**config.mk**
```make
export PLATFORM = sky130hd
export DESIGN_NAME = floor_logic_top
export DESIGN_NICKNAME = d
export VERILOG_FILES = /design/src/hw/floor_pkg.sv /design/src/hw/floor_logic_top.sv /design/src/hw/motion_result.sv /design/src/hw/target_select.sv /design/src/hw/request_decode.sv
export VERILOG_INCLUDE_DIRS = /design/src /design/src/include
export SDC_FILE = /design/constraint.sdc
export NUM_CORES = 1
export LEC_CHECK = 0
export BUFFER_PORTS_ARGS = -buffer_cell sky130_fd_sc_hd__buf_2
export CAP_MARGIN = 20
export CORE_MARGIN = 5
export CORE_UTILIZATION = 50
export DETAILED_ROUTE_END_ITERATION = 8
export MAX_ROUTING_LAYER = met4
export PLACE_DENSITY = 0.75
export REMOVE_ABC_BUFFERS = 1
export SETUP_SLACK_MARGIN = 0.5
export SYNTH_ARGS = -nofsm -noshare
export SYNTH_HDL_FRONTEND = slang
export SYNTH_HIERARCHICAL = 1
export SYNTH_SLANG_ARGS = --single-unit
export TNS_END_PERCENT = 1
```
**constraint.sdc**
```tcl
create_clock -name clock -period 1.7 [get_ports clock]
set_input_delay 0.34 -clock clock [delete_from_list [all_inputs] [get_ports clock]]
set_output_delay 0.34 -clock clock [all_outputs]
set_load 0.02 [all_outputs]
```
**src/include/elevator_macros.svh**
```systemverilog
////////////////////////////////////////////////////////////
// Elevator floor controller constants
// Floor count and the width of an encoded floor number
////////////////////////////////////////////////////////////

`ifndef ELEVATOR_MACROS_SVH
`define ELEVATOR_MACROS_SVH

// Floors served, one button and one light per floor and bank
`define NUM_FLOORS 11

// Encoded floor number, floor 1 is 0 and floor 11 is 10
`define FLOOR_W 4

`endif
```
**src/hw/floor_pkg.sv**
```systemverilog
////////////////////////////////////////////////////////////
// Floor controller types
// Packed structs shared by the request, target and motion
// stages of the floor controller
////////////////////////////////////////////////////////////

`include "elevator_macros.svh"

package floor_pkg;

    // Raw presses of one cycle, bit i stands for floor i+1
    typedef struct packed {
        logic [`NUM_FLOORS-1:0] call;
        logic [`NUM_FLOORS-1:0] panel;
    } button_req_t;

    // Latched requests, same layout as the buttons
    typedef struct packed {
        logic [`NUM_FLOORS-1:0] call;
        logic [`NUM_FLOORS-1:0] panel;
    } request_lights_t;

    // Report from the elevator state machine
    typedef struct packed {
        logic [`FLOOR_W-1:0] current_floor;
        logic                moving;
    } cabin_status_t;

    // Command to the elevator state machine, direction 1 is up
    typedef struct packed {
        logic [`FLOOR_W-1:0] target_floor;
        logic                direction;
        logic                activate;
    } motion_cmd_t;

endpackage

```
**src/hw/floor_logic_top.sv**
```systemverilog
////////////////////////////////////////////////////////////
// Floor request controller
// Top level of the eleven floor request controller, joins
// the request, target and motion stages
////////////////////////////////////////////////////////////

`include "elevator_macros.svh"

module floor_logic_top import floor_pkg::*; (
    input  logic                   clock,
    input  logic                   reset_n,
    input  logic [`NUM_FLOORS-1:0] floor_call_buttons,
    input  logic [`NUM_FLOORS-1:0] panel_buttons,
    input  logic                   door_open_btn,
    input  logic                   door_close_btn,
    input  logic                   emergency_btn,
    input  logic                   power_switch,
    input  logic [`FLOOR_W-1:0]    current_floor,
    input  logic                   elevator_moving,
    output logic [`FLOOR_W-1:0]    elevator_floor_selector,
    output logic                   direction_selector,
    output logic                   activate_elevator,
    output logic [`NUM_FLOORS-1:0] call_button_lights,
    output logic [`NUM_FLOORS-1:0] panel_button_lights,
    output logic                   door_open_allowed,
    output logic                   door_close_allowed
);

    logic                enable;
    button_req_t         buttons;
    cabin_status_t       status;
    request_lights_t     lights;
    logic [`FLOOR_W-1:0] target_floor;
    motion_cmd_t         cmd;

    // Requests and moves are blocked on emergency or power off
    assign enable = power_switch && !emergency_btn;

    assign buttons = '{call: floor_call_buttons, panel: panel_buttons};
    assign status  = '{current_floor: current_floor, moving: elevator_moving};

    request_decode request_decode_i (
        .clock   (clock),
        .reset_n (reset_n),
        .enable  (enable),
        .buttons (buttons),
        .status  (status),
        .lights  (lights)
    );

    target_select target_select_i (
        .clock        (clock),
        .reset_n      (reset_n),
        .lights       (lights),
        .status       (status),
        .target_floor (target_floor)
    );

    motion_result motion_result_i (
        .clock              (clock),
        .reset_n            (reset_n),
        .enable             (enable),
        .power              (power_switch),
        .target_floor       (target_floor),
        .status             (status),
        .door_open_btn      (door_open_btn),
        .door_close_btn     (door_close_btn),
        .cmd                (cmd),
        .door_open_allowed  (door_open_allowed),
        .door_close_allowed (door_close_allowed)
    );

    assign elevator_floor_selector = cmd.target_floor;
    assign direction_selector      = cmd.direction;
    assign activate_elevator       = cmd.activate;
    assign call_button_lights      = lights.call;
    assign panel_button_lights     = lights.panel;

endmodule

```
**src/hw/motion_result.sv**
```systemverilog
////////////////////////////////////////////////////////////
// Motion result stage
// Forms the activate and direction command for the elevator
// state machine and gates the door buttons
////////////////////////////////////////////////////////////

`include "elevator_macros.svh"

module motion_result import floor_pkg::*; (
    input  logic                clock,
    input  logic                reset_n,
    input  logic                enable,
    input  logic                power,
    input  logic [`FLOOR_W-1:0] target_floor,
    input  cabin_status_t       status,
    input  logic                door_open_btn,
    input  logic                door_close_btn,
    output motion_cmd_t         cmd,
    output logic                door_open_allowed,
    output logic                door_close_allowed
);

    logic activate;
    logic going_up;
    logic direction;
    logic stopped;

    assign stopped  = !status.moving;
    assign activate = enable && stopped && (target_floor != status.current_floor);
    assign going_up = target_floor > status.current_floor;

    // Direction is only updated while a move is requested
    always_ff @(posedge clock or negedge reset_n) begin
        if (!reset_n) begin
            direction <= 1'b1;
        end else if (activate) begin
            direction <= going_up;
        end
    end

    always_comb begin
        cmd.target_floor = target_floor;
        cmd.direction    = direction;
        cmd.activate     = activate;
    end

    // Doors respond only to a powered, stopped cabin
    assign door_open_allowed  = door_open_btn && stopped && power;
    assign door_close_allowed = door_close_btn && stopped && power;

    // The target may only move on while the cabin is parked
    target_steady_moving: assert property (
        @(posedge clock) disable iff (!reset_n)
        (target_floor != $past(target_floor)) |-> !$past(status.moving)
    );

endmodule

```
**src/hw/target_select.sv**
```systemverilog
////////////////////////////////////////////////////////////
// Target select stage
// Holds the target floor and, once the cabin is parked at
// it, reloads it with the highest lit request
////////////////////////////////////////////////////////////

`include "elevator_macros.svh"

module target_select import floor_pkg::*; (
    input  logic                clock,
    input  logic                reset_n,
    input  request_lights_t     lights,
    input  cabin_status_t       status,
    output logic [`FLOOR_W-1:0] target_floor
);

    logic [`NUM_FLOORS-1:0] any_lit;
    logic [`FLOOR_W-1:0]    next_target;
    logic                   reload;

    // Highest lit floor of either bank, else stay where we are
    always_comb begin
        any_lit     = lights.call | lights.panel;
        next_target = status.current_floor;
        for (int i = 0; i < `NUM_FLOORS; i++) begin
            if (any_lit[i]) begin
                next_target = `FLOOR_W'(i);
            end
        end
    end

    // Only pick a new goal once the old one is reached
    assign reload = !status.moving && (target_floor == status.current_floor);

    //////////////////////////////////////////////////////////
    // Target register
    //////////////////////////////////////////////////////////

    always_ff @(posedge clock or negedge reset_n) begin
        if (!reset_n) begin
            target_floor <= '0;
        end else if (reload) begin
            target_floor <= next_target;
        end
    end

    // Lights and current floor both stay inside the shaft, so must the target
    target_in_range: assert property (
        @(posedge clock) disable iff (!reset_n)
        target_floor < `FLOOR_W'(`NUM_FLOORS)
    );

endmodule

```
**src/hw/request_decode.sv**
```systemverilog
////////////////////////////////////////////////////////////
// Request decode stage
// Latches hall call and cabin panel presses into request
// lights, one new floor per bank and cycle, and clears the
// lights of the floor where the cabin stands still
////////////////////////////////////////////////////////////

`include "elevator_macros.svh"

module request_decode import floor_pkg::*; (
    input  logic            clock,
    input  logic            reset_n,
    input  logic            enable,
    input  button_req_t     buttons,
    input  cabin_status_t   status,
    output request_lights_t lights
);

    logic [`NUM_FLOORS-1:0] call_set;
    logic [`NUM_FLOORS-1:0] panel_set;
    logic [`NUM_FLOORS-1:0] here_mask;
    logic                   clear_here;

    // One-hot of the lowest pressed floor that is not lit yet
    // and is not the floor the cabin is at
    function automatic logic [`NUM_FLOORS-1:0] lowest_new(
        input logic [`NUM_FLOORS-1:0] pressed,
        input logic [`NUM_FLOORS-1:0] lit,
        input logic [`FLOOR_W-1:0]    here
    );
        logic [`NUM_FLOORS-1:0] pick;
        logic                   found;
        pick  = '0;
        found = 1'b0;
        for (int i = 0; i < `NUM_FLOORS; i++) begin
            if (!found && pressed[i] && !lit[i] && (here != `FLOOR_W'(i))) begin
                pick[i] = 1'b1;
                found   = 1'b1;
            end
        end
        return pick;
    endfunction

    always_comb begin
        call_set   = lowest_new(buttons.call, lights.call, status.current_floor);
        panel_set  = lowest_new(buttons.panel, lights.panel, status.current_floor);
        here_mask  = `NUM_FLOORS'(1) << status.current_floor;
        clear_here = !status.moving;
    end

    //////////////////////////////////////////////////////////
    // Light registers
    //////////////////////////////////////////////////////////

    always_ff @(posedge clock or negedge reset_n) begin
        if (!reset_n) begin
            lights <= '0;
        end else if (enable) begin
            // Set and clear never hit the same bit, the current floor is masked out
            if (clear_here) begin
                lights.call  <= (lights.call | call_set) & ~here_mask;
                lights.panel <= (lights.panel | panel_set) & ~here_mask;
            end else begin
                lights.call  <= lights.call | call_set;
                lights.panel <= lights.panel | panel_set;
            end
        end
    end

    // The state machine only reports real floors
    floor_in_range: assert property (
        @(posedge clock) disable iff (!reset_n)
        status.current_floor < `FLOOR_W'(`NUM_FLOORS)
    );

endmodule

```
* After elaboration in Yosys (flattened, before gate mapping)
Index checks and enable logic that the tools add are counted.
** Storage, ports and cells
- Register bits :: 27
** Operators by class
- Magnitude comparators :: 1
- Equal/unequal tests :: 12
- Shift-type cells :: 1
- Muxes and demuxes :: 52
- Bitwise gates (word level) :: 6
- Reductions and logical operators :: 117
** Operator list (count)
- logical AND 1 bit :: 72
- logical NOT 1 bit :: 44
- two-way mux 4 bit :: 11
- two-way mux 1 bit :: 40
- bitwise OR 11 bit :: 3
- AND 11 bit :: 2
- two-way mux 22 bit :: 1
- inequality test 4 x 3 -> 1 bit, second input constant :: 4
- inequality test 4 bit, second input constant :: 3
- NOT 11 bit :: 1
- left shift 1 x 4 -> 11 bit, first input constant :: 1
- inequality test 4 x 2 -> 1 bit, second input constant :: 2
- equality test 4 bit :: 1
- greater-than comparator 4 bit :: 1
- inequality test 4 x 1 -> 1 bit, second input constant :: 1
- inequality test 4 bit :: 1
- nonzero test 4 bit :: 1

* Longest topological paths before layout
Gate-level depths: netlist of run 1.
- Depth in word-level cells :: 57
- Mapped depth :: 6
- Depth with buffers taken out :: 5

* Hierarchy
Netlist of run 1, hierarchy kept.
** By module, submodules not included
- request_decode :: instances 1, cells each 146, area each 1372.6 µm², seq. area each 550.5 µm²
- target_select :: instances 1, cells each 50, area each 397.9 µm², seq. area each 100.1 µm²
- motion_result :: instances 1, cells each 25, area each 201.4 µm², seq. area each 26.3 µm²
- floor_logic_top :: instances 1, cells each 1, area each 13.8 µm², seq. area each 0.0 µm²

* Least setup slack after synthesis of run 1
OpenSTA, ideal clock, no wires.
- Kind :: input to register
- Start point :: in current_floor[2]
- End point :: reg, netlist name request_decode_i/lights[18]
- Library setup time :: 95 ps
- Data arrival time :: 1648 ps
- Required time :: 1605 ps
- Path slack :: -44 ps
- Cell stages on the path :: 4
- Path buffers :: 0
- Cells stage by stage :: or4b_1 > a221oi_4 > nand3_2 > o31ai_1
** Between the ends
- Word-level cells in the longest chain between the ends :: 41
- Elaborated cells between the ends (all ways) :: 50
- Classes of those cells :: eq/ne (7); shift (1); mux (9); bitwise (3); reduce/logical (30)
** Ends and longest elaborated chain
- from (decl) :: RTL line floor_logic_top.sv:18 : input logic [`FLOOR_W-1:0] current_floor,
- nonzero test 4 bit :: RTL line request_decode.sv:36 : if (!found && pressed[i] && !lit[i] && (here != `FLOOR_W'(i))) begin
- logical AND 1 bit :: RTL line request_decode.sv:36
- two-way mux 1 bit :: RTL line request_decode.sv:36
- logical NOT 1 bit :: RTL line request_decode.sv:36
- logical AND 1 bit (3 in series) :: RTL line request_decode.sv:36
- two-way mux 1 bit :: RTL line request_decode.sv:36
- logical NOT 1 bit :: RTL line request_decode.sv:36
- logical AND 1 bit (3 in series) :: RTL line request_decode.sv:36
- [... 17 more ...]
- logical AND 1 bit (3 in series) :: RTL line request_decode.sv:36
- two-way mux 1 bit :: RTL line request_decode.sv:36
- logical NOT 1 bit :: RTL line request_decode.sv:36
- logical AND 1 bit (3 in series) :: RTL line request_decode.sv:36
- two-way mux 1 bit :: RTL line request_decode.sv:36
- bitwise OR 11 bit :: RTL line request_decode.sv:61, request_decode.sv:64
- AND 11 bit :: RTL line request_decode.sv:61 : lights.call <= (lights.call | call_set) & ~here_mask;
- two-way mux 22 bit * :: RTL line request_decode.sv:60 : if (clear_here) begin
Mark *: on every way between the ends. The rest lies on a longest branch, timed or not.
A chain may end at the register's enable or synchronous reset.

* Worst setup path after layout of run 1
- Start point :: reg target_select_i.target_floor[0]
- End point :: out activate_elevator
** Between the ends
- Word-level cells in the longest chain between the ends :: 2
** Ends and longest elaborated chain
- from (decl) :: RTL line target_select.sv:14 : output logic [`FLOOR_W-1:0] target_floor
- from (signal assigned) :: RTL line target_select.sv:43 : target_floor <= next_target;
- inequality test 4 bit :: RTL line motion_result.sv:29 : assign activate = enable && stopped && (target_floor != status.current_floor);
- logical AND 1 bit :: RTL line motion_result.sv:29
- to (decl) :: RTL line floor_logic_top.sv:22 : output logic activate_elevator,
No other way between the ends.

==> results of run 1 <==
## kinds of logic (layout without fill, tap and decap cells)
logic type	Yosys count	count (layout)
flops	27	27
simple gates	100	100
fa+ha+maj	4	4
compound gates	65	65
mux	1	1
xor+xnor	4	4
buf+inv	21	113
## critical path: stages (launching register included)
cell and delay [ns]:
dfrtp_1 0.37, inv_1 0.06, ha_1 0.33, nand4_1 0.15, and3_4 0.21, buf_6 0.12
## area by class of cell
cell class | instances | area [µm²] | area share
multi-input cells | 174 | 1360 | 0.449
repair buffers | 99 | 836 | 0.275
flip-flops and latches | 27 | 691 | 0.228
well taps | 50 | 62.6 | 0.0206
clock buffers | 4 | 45.0 | 0.0148
inverters | 10 | 37.5 | 0.0124
## worst paths after layout
check	start	slack, ns	cells after the start	endpoint
worst max-delay path	target_select_i/target_floor[0]	-0.15	5	activate_elevator
worst min-delay path	reset_n	0.08	1	request_decode_i/lights[12]
worst max register to register	request_decode_i/lights[3]	0.07	4	target_select_i/target_floor[0]
worst min register to register	request_decode_i/lights[10]	0.57	2	request_decode_i/lights[10]
max in group asynchronous	reset_n	1.16	1	request_decode_i/lights[0]
min in group clock	panel_buttons[6]	0.33	3	request_decode_i/lights[6]
## routing by layer
metal / share of wire / up-vias / routed length (µm) / global-route usage
met5: 0 / - / 0 / -
met4: 0.017 / 0 / 117 / 0.0799
met3: 0.074 / 11 / 517 / 0.0399
met2: 0.50 / 128 / 3460 / 0.433
met1: 0.41 / 1069 / 2860 / 0.345
li1: - / 1027 / - / -
## sequential cells by signal (all words and copies together), names as in the netlist
signal / flops
motion_result_i/direction: 1
target_select_i/target_floor: 4
request_decode_i/lights: 22
## timing repair
item                       4_1_cts  5_1_grt
pin swaps                       51        8
setup buffers                    5        1
setup endpoints to repair       53       55
resized for setup              108       13
## cells in the final DEF (no fill, tap or decap), types with 7 or more instances in the layout
cell type  count
a21oi_1        7
o21ai_1        8
buf_4         28
dfrtp_1       15
o21ai_0       10
nand2b_1       8
buf_2         29
buf_6         40
inv_1          9
nor2b_1        8
nor2_1        12
nand2_1       19
nand3b_1       8
dfrtp_2       11
## power by group through the flow
stage	clock network, mW	logic (mW)	registers (mW)
floorplan	0	0.586	1.36
global placement	0	1.44	1.11
detailed placement	0	1.47	1.11
CTS	0.381	1.92	1.14
global route	0.405	2.19	1.20
finish	0.371	2.05	1.17
## stage by stage
stage / TNS [ns] / instances / cell area (µm²) / setup slack [ns]
2_1_floorplan: -0.161 / 211 / 1910 / -0.0438
3_3_place_gp: -3.07 / 354 / 2520 / -0.242
3_5_place_dp: -4.15 / 354 / 2520 / -0.357
4_1_cts: -0.0415 / 363 / 2970 / -0.0415
5_1_grt: -0.218 / 364 / 3030 / -0.182
6_report: -0.154 / 364 / 3030 / -0.154
==> flow_summary.json, run 1 <==
{
  "netlist_area_um2": 1990,
  "diodes": 0,
  "static-leakage-power_nw": 1.28,
  "synth_common_cells": "dfrtp_1, nand2_1, o21ai_0",
  "synth.distinct_cells": 55,
  "syn_avg_cell_area_um2": 8.94,
  "vdd_drop_max_uv": 668,
  "p_comb_frac": 0.572,
  "synth_edf_count": 0,
  "yosys.area_share.simple": 0.319,
  "worstMarginPinSlew_ns": 0.648,
  "p_int_mw": 2.09,
  "synth_compound_area_frac": 0.237,
  "drive_above_1_share": 0.494,
  "hp-class": "in2async",
  "die_x_um": 73.0,
  "cts_hold_buf": 0,
  "via_per_inst": 6.14,
  "fillers": 276,
  "synth.area.top_cells": "dfrtp_1, nand2_1, o21ai_0, o31ai_1, buf_4",
  "cp-start-kind": "flip-flop",
  "design.core.area_um2": 3910,
  "max_freq_mhz": 539,
  "timing_hold_violations_final": 0,
  "synth_top_area_share": 0.328,
  "crit_required_ns": 1.36,
  "clock_latency_ns": 0.27,
  "num_vias": 2235,
  "violations": "setup timing",
  "synth_top_family_by_area": "simple AND/OR/NAND/NOR gates",
  "num_io_pins": 63,
  "grt_pass1_wl_mm": 10.9,
  "power_frac_clock": 0.103,
  "outcome": "finished, violations left",
  "setup_viol": 1,
  "p_per_area_nw_per_um2": 1180,
  "seqPwrFrac": 0.325,
  "initial_utilization": 0.507,
  "cap_violations": 0,
  "fin_util": 0.775,
  "crit_arrival_ns": 1.51,
  "worst_hold_slack_ns": 0.0850,
  "drc": 0,
  "hpwl_mm": 4.75,
  "period_needed_ns": 1.85,
  "finalCritPeriodShare": 1.09,
  "p_total_mw": 3.59,
  "clkSlewWorstSetupHoldPaths_ns": 0.09,
  "fin_nets": 352,
  "crit_type": "reg2out",
  "cp_max_fo": 2,
  "rows": 23,
  "ctsRootBufferMaster": "clkbuf_8",
  "clock-sinks": 27,
  "post_drt_wl_per_cell_um": 19.1,
  "clockBufferDepth": 2,
  "drtIter0Drc": 156,
  "cts_tree": "built",
  "grt_usage": 0.268,
  "relSlewSlack": 0.568,
  "grt_max_degree": 28,
  "antenna_found_initial": 0,
  "grt_pass1_vias": 2262,
  "finalWeightedCongestion": 0.848,
  "synthArstFlopShare": 1.00,
  "numCtsBuffers": 3,
  "synthXorXnorAreaFrac": 0.0176,
  "skew_ns": 0.00570,
  "ys_ff_latch": 27,
  "drt_wl_total_mm": 6.95,
  "setup.worst_path.end_class": "output port",
  "synth_top_area_cell": "dfrtp_1",
  "numPortBuffers": 62,
  "postSynthCellCount": 222,
  "area_delta_synth_final_pct": 52.8,
  "dieArea_um2": 5330,
  "swShare": 0.419,
  "drv_slew": 0,
  "yosysMostFrequentCell": "dfrtp_1",
  "yosysWarningCount": 6,
  "switchingPower_mw": 1.51,
  "ys_seq_area_frac": 0.341,
  "die_y_um": 73.0,
  "synthFlopType": "dfrtp_1",
  "ant_nets": 0,
  "cts_max_level": 1,
  "synth_adder_area_share": 0.0252,
  "muxShareOfSynthArea": 0.00567,
  "grt-ovfl-total": 0,
  "rsz0062_at_grt": "yes",
  "fin_ws_ns": -0.154,
  "drt_pass1_iterations": 5
}
(Power assumes the default switching activity.)
==> run 2, diff against run 1 <==
- CORE_ASPECT_RATIO: default -> 1.1
==> run 2 against run 1 <==
Against the previous run:
- the flow still finishes with violations (setup timing)
- non-clock buffer count decreased by 1
- total power about the same
- register-to-register slack got worse by 0.02 ns
- sequential cell count did not move
- die area barely moved
- worst setup slack better by 0.10 ns
- clock power rose by 4%
- via count is 0.76% higher
- critical path type unchanged
- clock skew is essentially flat
- first-iteration DRC count increased by 27%
- sequential share of layout area shrank 0.51 points
- utilization grew 1.8 points
- critical endpoint unchanged
==> flow_summary.json, run 2 (synthesis gave the netlist of run 1 again) <==
{
  "worst_hold_slack_ns": 0.0649,
  "static-leakage-power_nw": 1.30,
  "crit_type": "reg2out",
  "ant_nets": 0,
  "antenna_found_initial": 0,
  "drive_above_1_share": 0.521,
  "die_x_um": 70.1,
  "fin_ws_ns": -0.0497,
  "final_cell_mix": "buf_6, buf_4, buf_2",
  "clockBufferDepth": 2,
  "setup.worst_path.end_class": "output port",
  "drt_pass1_iterations": 4,
  "worstMarginPinSlew_ns": 0.637,
  "crit_arrival_ns": 1.41,
  "area_delta_synth_final_pct": 56.0,
  "clock_latency_ns": 0.28,
  "vdd_drop_max_uv": 759,
  "clkSlewWorstSetupHoldPaths_ns": 0.10,
  "timing_hold_violations_final": 0,
  "r2r_cells": 4,
  "r2r_slack_ns": 0.05,
  "largest_register_ffs": 22,
  "cap_violations": 0,
  "drc": 0,
  "grt_pass1_wl_mm": 10.8,
  "initial_utilization": 0.509,
  "crit_required_ns": 1.36,
  "grt-ovfl-total": 0,
  "cpPeakStageDelay_ns": 0.43,
  "finalWeightedCongestion": 0.922,
  "diodes": 0,
  "cp_max_fo": 2,
  "drv_slew": 0,
  "p_per_area_nw_per_um2": 1160,
  "drtIter0Drc": 198,
  "die_y_um": 76.1,
  "path_delay_family": "flip-flops",
  "finalSetupTns_ns": -0.0497,
  "via_per_inst": 6.17,
  "worstSetupStartpoint": "target_select_i/target_floor[2]",
  "drt_wl_total_mm": 6.74,
  "worstReg2RegStart": "request_decode_i/lights[1]",
  "period_needed_ns": 1.75,
  "largest-register": "request_decode_i/lights",
  "cts_tree": "built",
  "num_vias": 2252,
  "hp-class": "in2async",
  "cts_max_level": 1,
  "hpwl_mm": 4.73,
  "dieArea_um2": 5330,
  "crit_chain": "ha_4, nand4_1, and3_4, buf_6",
  "ctsRootBufferMaster": "clkbuf_8",
  "rsz0062_at_grt": "yes",
  "violations": "setup timing",
  "p_total_mw": 3.59,
  "numPortBuffers": 62,
  "num_io_pins": 63,
  "crit_path_top_delay_cell": "dfrtp_1",
  "post_drt_wl_per_cell_um": 18.5,
  "grt_max_degree": 28,
  "rows": 24,
  "fin_nets": 351,
  "crit_cells": 4,
  "grt_pass1_vias": 2246,
  "outcome": "finished, violations left",
  "skew_ns": 0.00605,
  "relSlewSlack": 0.575,
  "final_common_cell": "buf_6",
  "clock-sinks": 27,
  "path_buf_inv": 1,
  "r2r_end": "target_select_i/target_floor[0]",
  "max_freq_mhz": 572,
  "setup_viol": 1,
  "design.core.area_um2": 3900,
  "cp-start-kind": "flip-flop",
  "finalCritPeriodShare": 1.03,
  "numCtsBuffers": 3,
  "grt_usage": 0.253,
  "cp-endpoint": "activate_elevator",
  "largestRegisters": "request_decode_i/lights (22), target_select_i/target_floor (4), motion_result_i/direction (1)"
}
## run 2: cell types whose count changed in the layout (fill, tap and decap cells not counted), moves of 2 or more
cell | previous run | this run
buf_6 | 40 | 36
o21ai_2 | 1 | 5
o21ai_1 | 8 | 5
a31oi_1 | 6 | 4
a31oi_4 | 1 | 3
buf_12 | 0 | 2
buf_4 | 28 | 30
## run 2: power breakdown
| part | switching, mW | leakage [nW] | internal, mW |
|---|---|---|---|
| logic | 1.02 | 0.994 | 1.01 |
| registers | 0.298 | 0.277 | 0.877 |
| clock network | 0.220 | 0.0255 | 0.165 |
| total | 1.54 | 1.30 | 2.05 |
## run 2: area by class of cell
class / instances / area [µm²]
Fill cell: 251 / 806
Multi-Input combinational cell: 174 / 1430
Clock buffer: 3 / 41.3
Inverter: 10 / 37.5
Tap cell: 52 / 65.1
Sequential cell: 27 / 689
Clock inverter: 1 / 5.00
Timing Repair Buffer: 98 / 831
## run 2: worst register-to-register path, cell delays in order, from the launching register on
cell and delay (ns):
dfrtp_1 0.40, or4_4 0.56, o221ai_4 0.20, a221oi_2 0.09, mux2_4 0.28
## run 2: how the worst min path moves through the flow
stage / from / endpoint / slack [ns] / depth (start not counted)
2_1_floorplan: reset_n / request_decode_i/lights[0] / 0.04 / 0
3_3_place_gp: reset_n / request_decode_i/lights[6] / 0.39 / 1
3_5_place_dp: reset_n / request_decode_i/lights[16] / 0.40 / 1
4_1_cts: reset_n / request_decode_i/lights[16] / 0.09 / 1
5_1_grt: reset_n / request_decode_i/lights[16] / 0.11 / 1
6_report: reset_n / request_decode_i/lights[16] / 0.06 / 1
## run 2: what timing repair did
action / in CTS / in global routing
endpoints found under the setup margin: 55 / 56
pin swaps: 50 / 23
resized for setup: 115 / 15
hold buffers: 0 / 0
cloned: 0 / 0
buffers inserted: 6 / 0
## run 2: routing by layer
layer  track usage  share of wire  wire (µm)
met5             -              0          0
met1         0.316           0.40       2690
met2         0.405           0.50       3360
met3        0.0369          0.064        434
met4         0.115          0.038        254
## run 2: metrics by stage
step	area [µm²]	cells	utilization	setup WS [ns]
finish	3100	365	0.794	-0.0497
floorplan	1910	211	-	-0.0438
CTS	3020	365	0.773	-0.0454
global route	3100	365	0.794	-0.104
global placement	2530	355	0.647	-0.236
detailed placement	2530	355	0.647	-0.324
